===== config.mk =====
export PLATFORM = sky130hd
export DESIGN_NAME = sdramFifoTop
export DESIGN_NICKNAME = d
export VERILOG_FILES = /design/src/logic/sdramPkg.sv /design/src/logic/sdramFifoTop.sv /design/src/logic/burstSequencer.sv /design/src/logic/burstArbiter.sv /design/src/logic/wordFifo.sv
export SDC_FILE = /design/constraint.sdc
export NUM_CORES = 1
export LEC_CHECK = 0
export BUFFER_PORTS_ARGS = -buffer_cell sky130_fd_sc_hd__buf_4
export CAP_MARGIN = 0
export CORE_ASPECT_RATIO = 0.6
export CORE_MARGIN = 4
export CORE_UTILIZATION = 55
export CTS_CLUSTER_SIZE = 10
export DETAILED_ROUTE_END_ITERATION = 10
export PLACE_DENSITY = 0.79
export REMOVE_ABC_BUFFERS = 1
export SYNTH_ARGS = -nofsm -noshare
export SYNTH_HDL_FRONTEND = slang
export SYNTH_HIERARCHICAL = 1
export SYNTH_SLANG_ARGS = --single-unit

===== constraint.sdc =====
create_clock -name CLK -period 3.5 [get_ports CLK]
set_input_delay 0.525 -clock CLK [delete_from_list [all_inputs] [get_ports CLK]]
set_output_delay 0.525 -clock CLK [all_outputs]
set_load 0.02 [all_outputs]

===== src/logic/sdramPkg.sv =====
// ================================================
// SDRAM stream FIFO shared definitions
// Geometry, burst sizing, SDRAM timing, the pin
// command encoding and the arbiter request
// ================================================
`default_nettype none

package sdramPkg;

  // Geometry
  localparam int DATA_W = 16;
  localparam int ROW_W = 12;                   // Also the pin address width
  localparam int COL_W = 8;
  localparam int BANK_W = 2;
  localparam int ADDR_W = BANK_W + ROW_W + COL_W;   // Flat word address {bank,row,col}

  // Bursts, region and FIFOs
  localparam int BURST_LEN = 8;
  localparam int BEAT_W = $clog2(BURST_LEN);
  localparam int REGION_BURSTS = 4;            // 32-word wrapping region
  localparam int BADDR_W = $clog2(REGION_BURSTS);
  localparam int FIFO_DEPTH = 16;
  localparam int PTR_W = $clog2(FIFO_DEPTH);
  localparam int FILL_W = PTR_W + 1;

  // Timing, all in CLK cycles
  localparam int CAS_LAT = 3;
  localparam int T_RCD = 3;
  localparam int T_RP = 3;
  localparam int T_RFC = 7;
  localparam int T_MRD = 2;                    // Mode load to next command
  localparam int REFRESH_INTERVAL = 390;
  localparam int INIT_WAIT = 100;
  localparam int WAIT_W = $clog2(INIT_WAIT);   // Widest wait is power-up
  localparam int REF_W = $clog2(REFRESH_INTERVAL);

  // Write burst as programmed, op mode std, CAS 3, sequential, full page
  localparam logic [ROW_W-1:0] MODE_WORD = {2'b00, 1'b0, 2'b00, 3'b011, 1'b0, 3'b111};

  // Full pin command
  typedef struct packed {
    logic              csN;
    logic              rasN;
    logic              casN;
    logic              weN;
    logic [BANK_W-1:0] ba;
    logic [ROW_W-1:0]  addr;
    logic [1:0]        dqm;
  } sdramCmd_t;

  // Order csN, rasN, casN, weN, ba, addr, dqm
  localparam sdramCmd_t CMD_NOP       = '{1'b0, 1'b1, 1'b1, 1'b1, '0, '0, 2'b11};
  localparam sdramCmd_t CMD_ACTIVE    = '{1'b0, 1'b0, 1'b1, 1'b1, '0, '0, 2'b11};
  localparam sdramCmd_t CMD_READ      = '{1'b0, 1'b1, 1'b0, 1'b1, '0, '0, 2'b00};
  localparam sdramCmd_t CMD_WRITE     = '{1'b0, 1'b1, 1'b0, 1'b0, '0, '0, 2'b00};
  localparam sdramCmd_t CMD_PRECHARGE = '{1'b0, 1'b0, 1'b1, 1'b0, '0, 12'h400, 2'b11};  // All banks
  localparam sdramCmd_t CMD_REFRESH   = '{1'b0, 1'b0, 1'b0, 1'b1, '0, '0, 2'b11};
  localparam sdramCmd_t CMD_MODE      = '{1'b0, 1'b0, 1'b0, 1'b0, '0, MODE_WORD, 2'b11};

  // Arbiter request, burst index into the region
  typedef struct packed {
    logic               isWrite;
    logic [BADDR_W-1:0] burstAddr;
  } burstReq_t;

endpackage

`default_nettype wire

===== src/logic/sdramFifoTop.sv =====
// ================================================
// SDRAM stream FIFO top
// Write FIFO, SDRAM bursts and read FIFO between
// two valid/ready stream ports
// ================================================
`timescale 1ns/1ps
`default_nettype none

module sdramFifoTop (
  input  logic                        CLK,
  input  logic                        RESET_N,
  input  logic [sdramPkg::DATA_W-1:0] inData,
  input  logic                        inValid,
  output logic                        inReady,
  output logic [sdramPkg::DATA_W-1:0] outData,
  output logic                        outValid,
  input  logic                        outReady,
  output sdramPkg::sdramCmd_t         sdramCmd,
  output logic [sdramPkg::DATA_W-1:0] dqOut,
  output logic                        dqOe,
  input  logic [sdramPkg::DATA_W-1:0] dqIn
);

  logic [sdramPkg::DATA_W-1:0] wrHead;          // Write FIFO head to DQ
  logic [sdramPkg::DATA_W-1:0] rdData;          // Returned SDRAM word
  logic [sdramPkg::FILL_W-1:0] wrFill;
  logic [sdramPkg::FILL_W-1:0] rdFill;
  logic                        wrFull;
  logic                        rdEmpty;
  logic                        wrPop;
  logic                        rdPush;
  logic                        reqValid;
  logic                        reqAccept;
  logic                        burstDone;
  sdramPkg::burstReq_t         burstReq;

  // Stream handshakes
  assign inReady  = !wrFull;
  assign outValid = !rdEmpty;

  wordFifo wrFifo (.CLK, .RESET_N, .pushData(inData), .push(inValid && inReady),
    .pop(wrPop), .popData(wrHead), .full(wrFull), .empty(), .fillCount(wrFill));

  wordFifo rdFifo (.CLK, .RESET_N, .pushData(rdData), .push(rdPush),
    .pop(outValid && outReady), .popData(outData), .full(), .empty(rdEmpty),
    .fillCount(rdFill));

  burstArbiter arbiter (.CLK, .RESET_N, .wrFill, .rdFill, .burstDone, .reqAccept,
    .burstReq, .reqValid);

  burstSequencer sequencer (.CLK, .RESET_N, .burstReq, .reqValid, .wrData(wrHead), .dqIn,
    .reqAccept, .burstDone, .wrPop, .rdPush, .rdData, .sdramCmd, .dqOut, .dqOe);

endmodule

`default_nettype wire


===== src/logic/burstSequencer.sv =====
// ================================================
// SDRAM burst sequencer
// Power-up init, auto-refresh and page-mode bursts
// of BURST_LEN column commands, registered pins
// ================================================
`timescale 1ns/1ps
`default_nettype none

module burstSequencer (
  input  logic                        CLK,
  input  logic                        RESET_N,
  input  sdramPkg::burstReq_t         burstReq,
  input  logic                        reqValid,
  input  logic [sdramPkg::DATA_W-1:0] wrData,
  input  logic [sdramPkg::DATA_W-1:0] dqIn,
  output logic                        reqAccept,
  output logic                        burstDone,
  output logic                        wrPop,
  output logic                        rdPush,
  output logic [sdramPkg::DATA_W-1:0] rdData,
  output sdramPkg::sdramCmd_t         sdramCmd,
  output logic [sdramPkg::DATA_W-1:0] dqOut,
  output logic                        dqOe
);

  typedef enum logic [3:0] {
    S_INIT, S_INIT_PRE, S_INIT_REF, S_MODE, S_IDLE,
    S_REFRESH, S_ACTIVE, S_COL, S_DRAIN, S_PRECH
  } seqState_t;

  seqState_t                     state;
  logic [sdramPkg::WAIT_W-1:0]   waitCnt;      // Shared down counter
  logic [sdramPkg::REF_W-1:0]    refTimer;
  logic                          refPending;
  logic                          secondRef;    // Init refresh two under way
  logic                          curWrite;
  logic [sdramPkg::BANK_W-1:0]   curBank;
  logic [sdramPkg::COL_W-1:0]    curCol;       // Starting column
  logic [sdramPkg::BEAT_W-1:0]   colCnt;
  logic [sdramPkg::CAS_LAT:0]    rdPipe;       // Read beats in flight
  logic [sdramPkg::ADDR_W-1:0]   reqAddr;
  logic                          waitDone;
  logic                          refTake;
  logic                          colRead;
  logic                          cmdIsPre;
  logic                          cmdIsAct;
  sdramPkg::sdramCmd_t           actCmd;
  sdramPkg::sdramCmd_t           colCmd;

  assign waitDone  = (waitCnt == '0);
  assign refTake   = (state == S_IDLE) && refPending;   // Refresh beats a new request
  assign reqAccept = (state == S_IDLE) && !refPending && reqValid;
  assign burstDone = (state == S_PRECH) && waitDone;
  assign wrPop     = (state == S_COL) && curWrite;      // Head word goes out with WRITE
  assign colRead   = (state == S_COL) && !curWrite;
  assign rdPush    = rdPipe[sdramPkg::CAS_LAT];
  assign rdData    = dqIn;      // Valid CAS_LAT cycles after READ is on the pins
  assign reqAddr   = sdramPkg::ADDR_W'(burstReq.burstAddr) << sdramPkg::BEAT_W;

  always_comb
  begin
    actCmd      = sdramPkg::CMD_ACTIVE;
    actCmd.ba   = reqAddr[sdramPkg::COL_W + sdramPkg::ROW_W +: sdramPkg::BANK_W];
    actCmd.addr = reqAddr[sdramPkg::COL_W +: sdramPkg::ROW_W];
    colCmd      = curWrite ? sdramPkg::CMD_WRITE : sdramPkg::CMD_READ;
    colCmd.ba   = curBank;
    colCmd.addr = sdramPkg::ROW_W'(curCol + sdramPkg::COL_W'(colCnt));  // A10 low
  end

  // ================================================
  // Command FSM
  // ================================================
  // Waits that end in a command load N-1, waits that hand over to
  // an issuing state load N-2
  always_ff @(posedge CLK or negedge RESET_N)
    if (!RESET_N)
    begin
      state     <= S_INIT;
      waitCnt   <= sdramPkg::WAIT_W'(sdramPkg::INIT_WAIT - 1);
      secondRef <= 1'b0;
      curWrite  <= 1'b0;
      curBank   <= '0;
      curCol    <= '0;
      colCnt    <= '0;
      sdramCmd  <= sdramPkg::CMD_NOP;
      dqOe      <= 1'b0;
    end
    else
    begin
      sdramCmd <= sdramPkg::CMD_NOP;           // Default NOP, DQM high
      dqOe     <= 1'b0;
      if (!waitDone)
        waitCnt <= waitCnt - 1'b1;
      case (state)
        S_INIT:
          if (waitDone)
          begin
            sdramCmd <= sdramPkg::CMD_PRECHARGE;
            waitCnt  <= sdramPkg::WAIT_W'(sdramPkg::T_RP - 1);
            state    <= S_INIT_PRE;
          end
        S_INIT_PRE:
          if (waitDone)
          begin
            sdramCmd <= sdramPkg::CMD_REFRESH;
            waitCnt  <= sdramPkg::WAIT_W'(sdramPkg::T_RFC - 1);
            state    <= S_INIT_REF;
          end
        S_INIT_REF:
          if (waitDone && !secondRef)
          begin
            sdramCmd  <= sdramPkg::CMD_REFRESH;
            waitCnt   <= sdramPkg::WAIT_W'(sdramPkg::T_RFC - 1);
            secondRef <= 1'b1;
          end
          else if (waitDone)
          begin
            sdramCmd <= sdramPkg::CMD_MODE;
            waitCnt  <= sdramPkg::WAIT_W'(sdramPkg::T_MRD - 2);
            state    <= S_MODE;
          end
        S_MODE, S_REFRESH:
          if (waitDone)
            state <= S_IDLE;
        S_IDLE:
          if (refTake)
          begin
            sdramCmd <= sdramPkg::CMD_REFRESH;
            waitCnt  <= sdramPkg::WAIT_W'(sdramPkg::T_RFC - 2);
            state    <= S_REFRESH;
          end
          else if (reqAccept)
          begin
            sdramCmd <= actCmd;                // Open the row
            curWrite <= burstReq.isWrite;
            curBank  <= actCmd.ba;
            curCol   <= reqAddr[sdramPkg::COL_W-1:0];
            colCnt   <= '0;
            waitCnt  <= sdramPkg::WAIT_W'(sdramPkg::T_RCD - 2);
            state    <= S_ACTIVE;
          end
        S_ACTIVE:
          if (waitDone)
            state <= S_COL;
        S_COL:
        begin
          sdramCmd <= colCmd;                  // One column per cycle
          dqOe     <= curWrite;
          colCnt   <= colCnt + 1'b1;
          if (colCnt == sdramPkg::BEAT_W'(sdramPkg::BURST_LEN - 1))
          begin
            // Write recovery, or wait out the last read beat
            waitCnt <= curWrite ? sdramPkg::WAIT_W'(sdramPkg::T_RCD - 1)
                                : sdramPkg::WAIT_W'(sdramPkg::CAS_LAT);
            state   <= S_DRAIN;
          end
        end
        S_DRAIN:
          if (waitDone)
          begin
            sdramCmd <= sdramPkg::CMD_PRECHARGE;   // Also ends the full-page burst
            waitCnt  <= sdramPkg::WAIT_W'(sdramPkg::T_RP - 2);
            state    <= S_PRECH;
          end
        S_PRECH:
          if (waitDone)
            state <= S_IDLE;
        default:
          state <= S_INIT;
      endcase
    end

  // ================================================
  // Refresh timer and read return pipe
  // ================================================
  always_ff @(posedge CLK or negedge RESET_N)
    if (!RESET_N)
    begin
      refTimer   <= sdramPkg::REF_W'(sdramPkg::REFRESH_INTERVAL - 1);
      refPending <= 1'b0;
      rdPipe     <= '0;
    end
    else
    begin
      if (refTake)
        refPending <= 1'b0;
      if (refTimer == '0)
      begin
        refTimer   <= sdramPkg::REF_W'(sdramPkg::REFRESH_INTERVAL - 1);
        refPending <= 1'b1;                    // Served at the next idle
      end
      else
        refTimer <= refTimer - 1'b1;
      rdPipe <= {rdPipe[sdramPkg::CAS_LAT-1:0], colRead};
    end

  always_ff @(posedge CLK)
    if (wrPop)
      dqOut <= wrData;

  assign cmdIsPre = !sdramCmd.csN && !sdramCmd.rasN && sdramCmd.casN && !sdramCmd.weN;
  assign cmdIsAct = !sdramCmd.csN && !sdramCmd.rasN && sdramCmd.casN && sdramCmd.weN;

  // Row stays closed for T_RP after PRECHARGE
  aPrechargeGap: assert property (@(posedge CLK) disable iff (!RESET_N)
    cmdIsPre |=> !cmdIsAct [* sdramPkg::T_RP - 1]);

endmodule

`default_nettype wire


===== src/logic/burstArbiter.sv =====
// ================================================
// Burst arbiter
// Picks the next write or read burst, keeps the
// wrapping burst pointers and the stored count
// ================================================
`timescale 1ns/1ps
`default_nettype none

module burstArbiter (
  input  logic                        CLK,
  input  logic                        RESET_N,
  input  logic [sdramPkg::FILL_W-1:0] wrFill,
  input  logic [sdramPkg::FILL_W-1:0] rdFill,
  input  logic                        burstDone,
  input  logic                        reqAccept,
  output sdramPkg::burstReq_t         burstReq,
  output logic                        reqValid
);

  logic [sdramPkg::BADDR_W-1:0] wrPtr;
  logic [sdramPkg::BADDR_W-1:0] rdPtr;
  logic [sdramPkg::BADDR_W:0]   storedCount;   // Bursts held in SDRAM
  logic                         busy;          // One burst outstanding
  logic                         wrDue;
  logic                         rdDue;

  // Next burst slot, wraps at the region end
  function automatic logic [sdramPkg::BADDR_W-1:0] wrapInc(
    input logic [sdramPkg::BADDR_W-1:0] ptr);
    if (ptr == sdramPkg::BADDR_W'(sdramPkg::REGION_BURSTS - 1))
      return '0;
    return ptr + 1'b1;
  endfunction

  // Writes first, as long as the region has room
  assign wrDue = (wrFill >= sdramPkg::FILL_W'(sdramPkg::BURST_LEN)) &&
                 (storedCount < (sdramPkg::BADDR_W + 1)'(sdramPkg::REGION_BURSTS));
  assign rdDue = (storedCount != '0) &&
                 (rdFill <= sdramPkg::FILL_W'(sdramPkg::FIFO_DEPTH - sdramPkg::BURST_LEN));

  always_ff @(posedge CLK or negedge RESET_N)
    if (!RESET_N)
    begin
      reqValid    <= 1'b0;
      busy        <= 1'b0;
      burstReq    <= '0;
      wrPtr       <= '0;
      rdPtr       <= '0;
      storedCount <= '0;
    end
    else
    begin
      if (reqAccept)
        reqValid <= 1'b0;                      // Held stable until taken
      if (!busy && (wrDue || rdDue))
      begin
        busy               <= 1'b1;
        reqValid           <= 1'b1;
        burstReq.isWrite   <= wrDue;
        burstReq.burstAddr <= wrDue ? wrPtr : rdPtr;
      end
      if (burstDone)
      begin
        busy <= 1'b0;
        if (burstReq.isWrite)
        begin
          wrPtr       <= wrapInc(wrPtr);
          storedCount <= storedCount + 1'b1;
        end
        else
        begin
          rdPtr       <= wrapInc(rdPtr);
          storedCount <= storedCount - 1'b1;
        end
      end
    end

  aStoredBound: assert property (@(posedge CLK) disable iff (!RESET_N)
    storedCount <= (sdramPkg::BADDR_W + 1)'(sdramPkg::REGION_BURSTS));

endmodule

`default_nettype wire


===== src/logic/wordFifo.sv =====
// ================================================
// Word FIFO
// Single-clock register-array FIFO with fill count
// and registered full / empty flags
// ================================================
`timescale 1ns/1ps
`default_nettype none

module wordFifo (
  input  logic                        CLK,
  input  logic                        RESET_N,
  input  logic [sdramPkg::DATA_W-1:0] pushData,
  input  logic                        push,
  input  logic                        pop,
  output logic [sdramPkg::DATA_W-1:0] popData,
  output logic                        full,
  output logic                        empty,
  output logic [sdramPkg::FILL_W-1:0] fillCount
);

  logic [sdramPkg::DATA_W-1:0] mem [sdramPkg::FIFO_DEPTH];
  logic [sdramPkg::PTR_W-1:0]  wrPtr;
  logic [sdramPkg::PTR_W-1:0]  rdPtr;
  logic [sdramPkg::FILL_W-1:0] nextCount;

  assign nextCount = fillCount + sdramPkg::FILL_W'(push) - sdramPkg::FILL_W'(pop);
  assign popData = mem[rdPtr];                 // Head word, no read latency

  always_ff @(posedge CLK)
    if (push)
      mem[wrPtr] <= pushData;

  // Pointers wrap on their own, depth is a power of two
  always_ff @(posedge CLK or negedge RESET_N)
    if (!RESET_N)
    begin
      wrPtr     <= '0;
      rdPtr     <= '0;
      fillCount <= '0;
      full      <= 1'b1;                       // Port closed until after reset
      empty     <= 1'b1;
    end
    else
    begin
      if (push)
        wrPtr <= wrPtr + 1'b1;
      if (pop)
        rdPtr <= rdPtr + 1'b1;
      fillCount <= nextCount;
      full      <= (nextCount == sdramPkg::FILL_W'(sdramPkg::FIFO_DEPTH));
      empty     <= (nextCount == '0);
    end

  // Callers gate push and pop with the flags
  aNoOverflow: assert property (@(posedge CLK) disable iff (!RESET_N) push |-> !full);
  aNoUnderflow: assert property (@(posedge CLK) disable iff (!RESET_N) pop |-> !empty);

endmodule

`default_nettype wire


==> results.toml <==
[cells_and_area]
layout.nets = 1488
layout-drive-gt1-share_pct = 29.29
final_cell_area_um2 = 27840
layout-area-overhead-vs-synth_pct = 13.71
n_antenna_cell = 0
fillerInstances = 2882
post_route_core_utilization_pct = 63.82
stdcell_count = 2020

[global_routing]
leftover_overflow_at_the_end_of_global_routing = 0
grt_pass1_vias = 12636
grt_antenna_before_repair = 1
grt_start_max_net_pins = 85
global_route_wire_length_before_repair_um = 79040
grtUsageTotal_pct = 22.12

[clock_tree]
clkLatencyLatePin_ns = 0.59
clock_sink_count = 612
post_cts.resized_instances = 0
cts_htree_levels = 3
tritoncts_clock_tree = "built"
clkTransAtPathRegs_ns = 0.05
cts-root-to-sink-buffers = 3
tritoncts.num_buffers = 71
cts_post_setup_buffers_inserted = 0
cts_hold_buffers = 0
clock-root-buffer = "clkbuf_16"

[placement]
numPlacedInstances = 1926
number_of_port_buffers = 82
detailed_place.area_um2 = 25910
dpl_worst_slack_ns = 0.7970
gp_congestion = 0.8090
post-dp-hpwl_um = 30420

[sta]
timing_worst_slew_pin_value_ns = 1.112
fin_crit_ns = 3.210
clock.fmax_mhz = 311.5
rsz0062_at_grt = "no"
timing.max_slew.rel_slack_pct = 25.83
setup_ws_ns = 0.2897
clock-skew-final_ns = 0.01968
timing.final.max_slew_violations = 0
final.hold.worst_slack_ns = 0.1247
hold_violations = 0
finalSetupViolations = 0
post-route-period-util_pct = 91.72

[setup_path]
crit_family = "flip-flops"
critical-path-max-stage-delay_ns = 0.72
cp.buffers_inverters = 2
cpMaxStageDelayCell = "dfrtp_4"
crit_required_ns = 2.97
cp-startpoint = "rdFifo/rdPtr[0]"
worstPathCellList = "buf_4, mux4_2, a22oi_1, nand2_1, buf_4"
crit_path_max_fanout = 24
number_of_cells_on_the_worst_reg_to_reg_path = 11
setup.worst_path.end = "outData[11]"
kind_of_end_point_of_the_critical_path = "output port"
rr_startpoint = "sequencer/state[1]"
worst-endpoint-arrival_ns = 2.69
crit_path_start_kind = "register"
critPathKind = "register to output port"
timing.reg2reg.setup_slack_ns = 0.85
crit_path_frequent_cell = "buf_4"
worstSetupPathDepth = 5
reg2reg_to = "wrFifo/full"

[route]
first_pass_iters = 5
drtIter0Drc = 1438
postRouteAntennaNets = 0
detailroute.wirelength.met2_um = 23010
routedLengthMet1_um = 22260
drt-total-wl_um = 51730
met3_wirelength_um = 5102
wire_per_inst_um = 25.61
top_layer = "met5"
post_drt_via_cell_ratio = 6.157
drc = 0
routed-via-count = 12437

[yosys]
synthesis.instances = 1287
postSynthAreaPerCell_um2 = 19.03
count_of_synthesis_stage_warnings_from_yosys = 6
mappedNetlistArea_um2 = 24490

[die]
fp.dieH_um = 171.4
core_region_area_um2 = 43630
die-area_um2 = 48070
die_width_um = 280.4
boundaryPins = 91
initial_core_util_pct = 56.12
fp-row-count = 59

[pwr]
p_per_area_nw_per_um2 = 794.6
leakage_nw = 9.678
ir_worst_vdd_mv = 0.5106

[outcome]
outcome = "finished, final reports clean"

[hold_path]
timing.hold.worst.class = "input port to asynchronous set/reset pin"

[job]
cap_violations = 0
[state kept, by name (all words and copies together) (netlist names), 5 cells and up]
name	flops
rdFifo/mem	256
wrFifo/fillCount	5
wrFifo/mem	256
sequencer/sdramCmd	11
sequencer/waitCnt	7
sequencer/dqOut	16
rdFifo/fillCount	5
sequencer/refTimer	9
[final cells by class]
cell class / count / area (µm²) / share of cell area, %
Inverter: 37 / 146.4 / 0.5257
Clock inverter: 7 / 98.84 / 0.3550
Multi-Input combinational cell: 558 / 5927 / 21.29
Tap cell: 579 / 724.4 / 2.602
Clock buffer: 87 / 1837 / 6.597
Timing Repair Buffer: 140 / 1126 / 4.044
Sequential cell: 612 / 17980 / 64.59
[metrics by stage]
stage	power [W]	setup TNS (ns)
final	0.02212	0
after global routing	0.02321	0
after CTS	0.02231	0
after detailed placement	0.01586	0
after global placement	0.01567	0
after floorplan	0.01378	-14.50
[worst min path at each step]
| stage | startpoint | end | slack (ns) | cells after the start |
|---|---|---|---|---|
| after floorplan | RESET_N | arbiter/burstReq[0] | 0.23 | 0 |
| after global placement | sequencer/rdPipe[2] | sequencer/rdPipe[3] | 0.34 | 0 |
| after detailed placement | sequencer/rdPipe[2] | sequencer/rdPipe[3] | 0.33 | 0 |
| after CTS | RESET_N | sequencer/sdramCmd[2] | 0.16 | 1 |
| after global routing | RESET_N | sequencer/colCnt[1] | 0.21 | 1 |
| final | RESET_N | sequencer/colCnt[1] | 0.12 | 1 |
[layout by cell type (no fill, tap or decap), types with 17 or more instances in the layout]
cell type  instances
edfxtp_1         528
buf_4            134
mux4_2           128
clkbuf_16         71
nand2_1           69
dfrtp_1           66
a22oi_1           65
inv_1             35
nor2_1            33
ha_1              29
nor2_2            21
xnor2_1           18
a21oi_1           17
[layer usage]
metal,track usage (%),vias to the layer above
met5,0,-
met3,5.291,92
met2,32.07,604
li1,-,5306
met4,6.140,2
met1,34.22,6433
[report_power, final]
part / total (W) / internal [W] / switching, W
Clock: 0.00637 / 0.00369 / 0.00268
Combinational: 0.00639 / 0.00298 / 0.00341
Sequential: 0.00937 / 0.00874 / 0.000631
(Power assumes the default switching activity.)
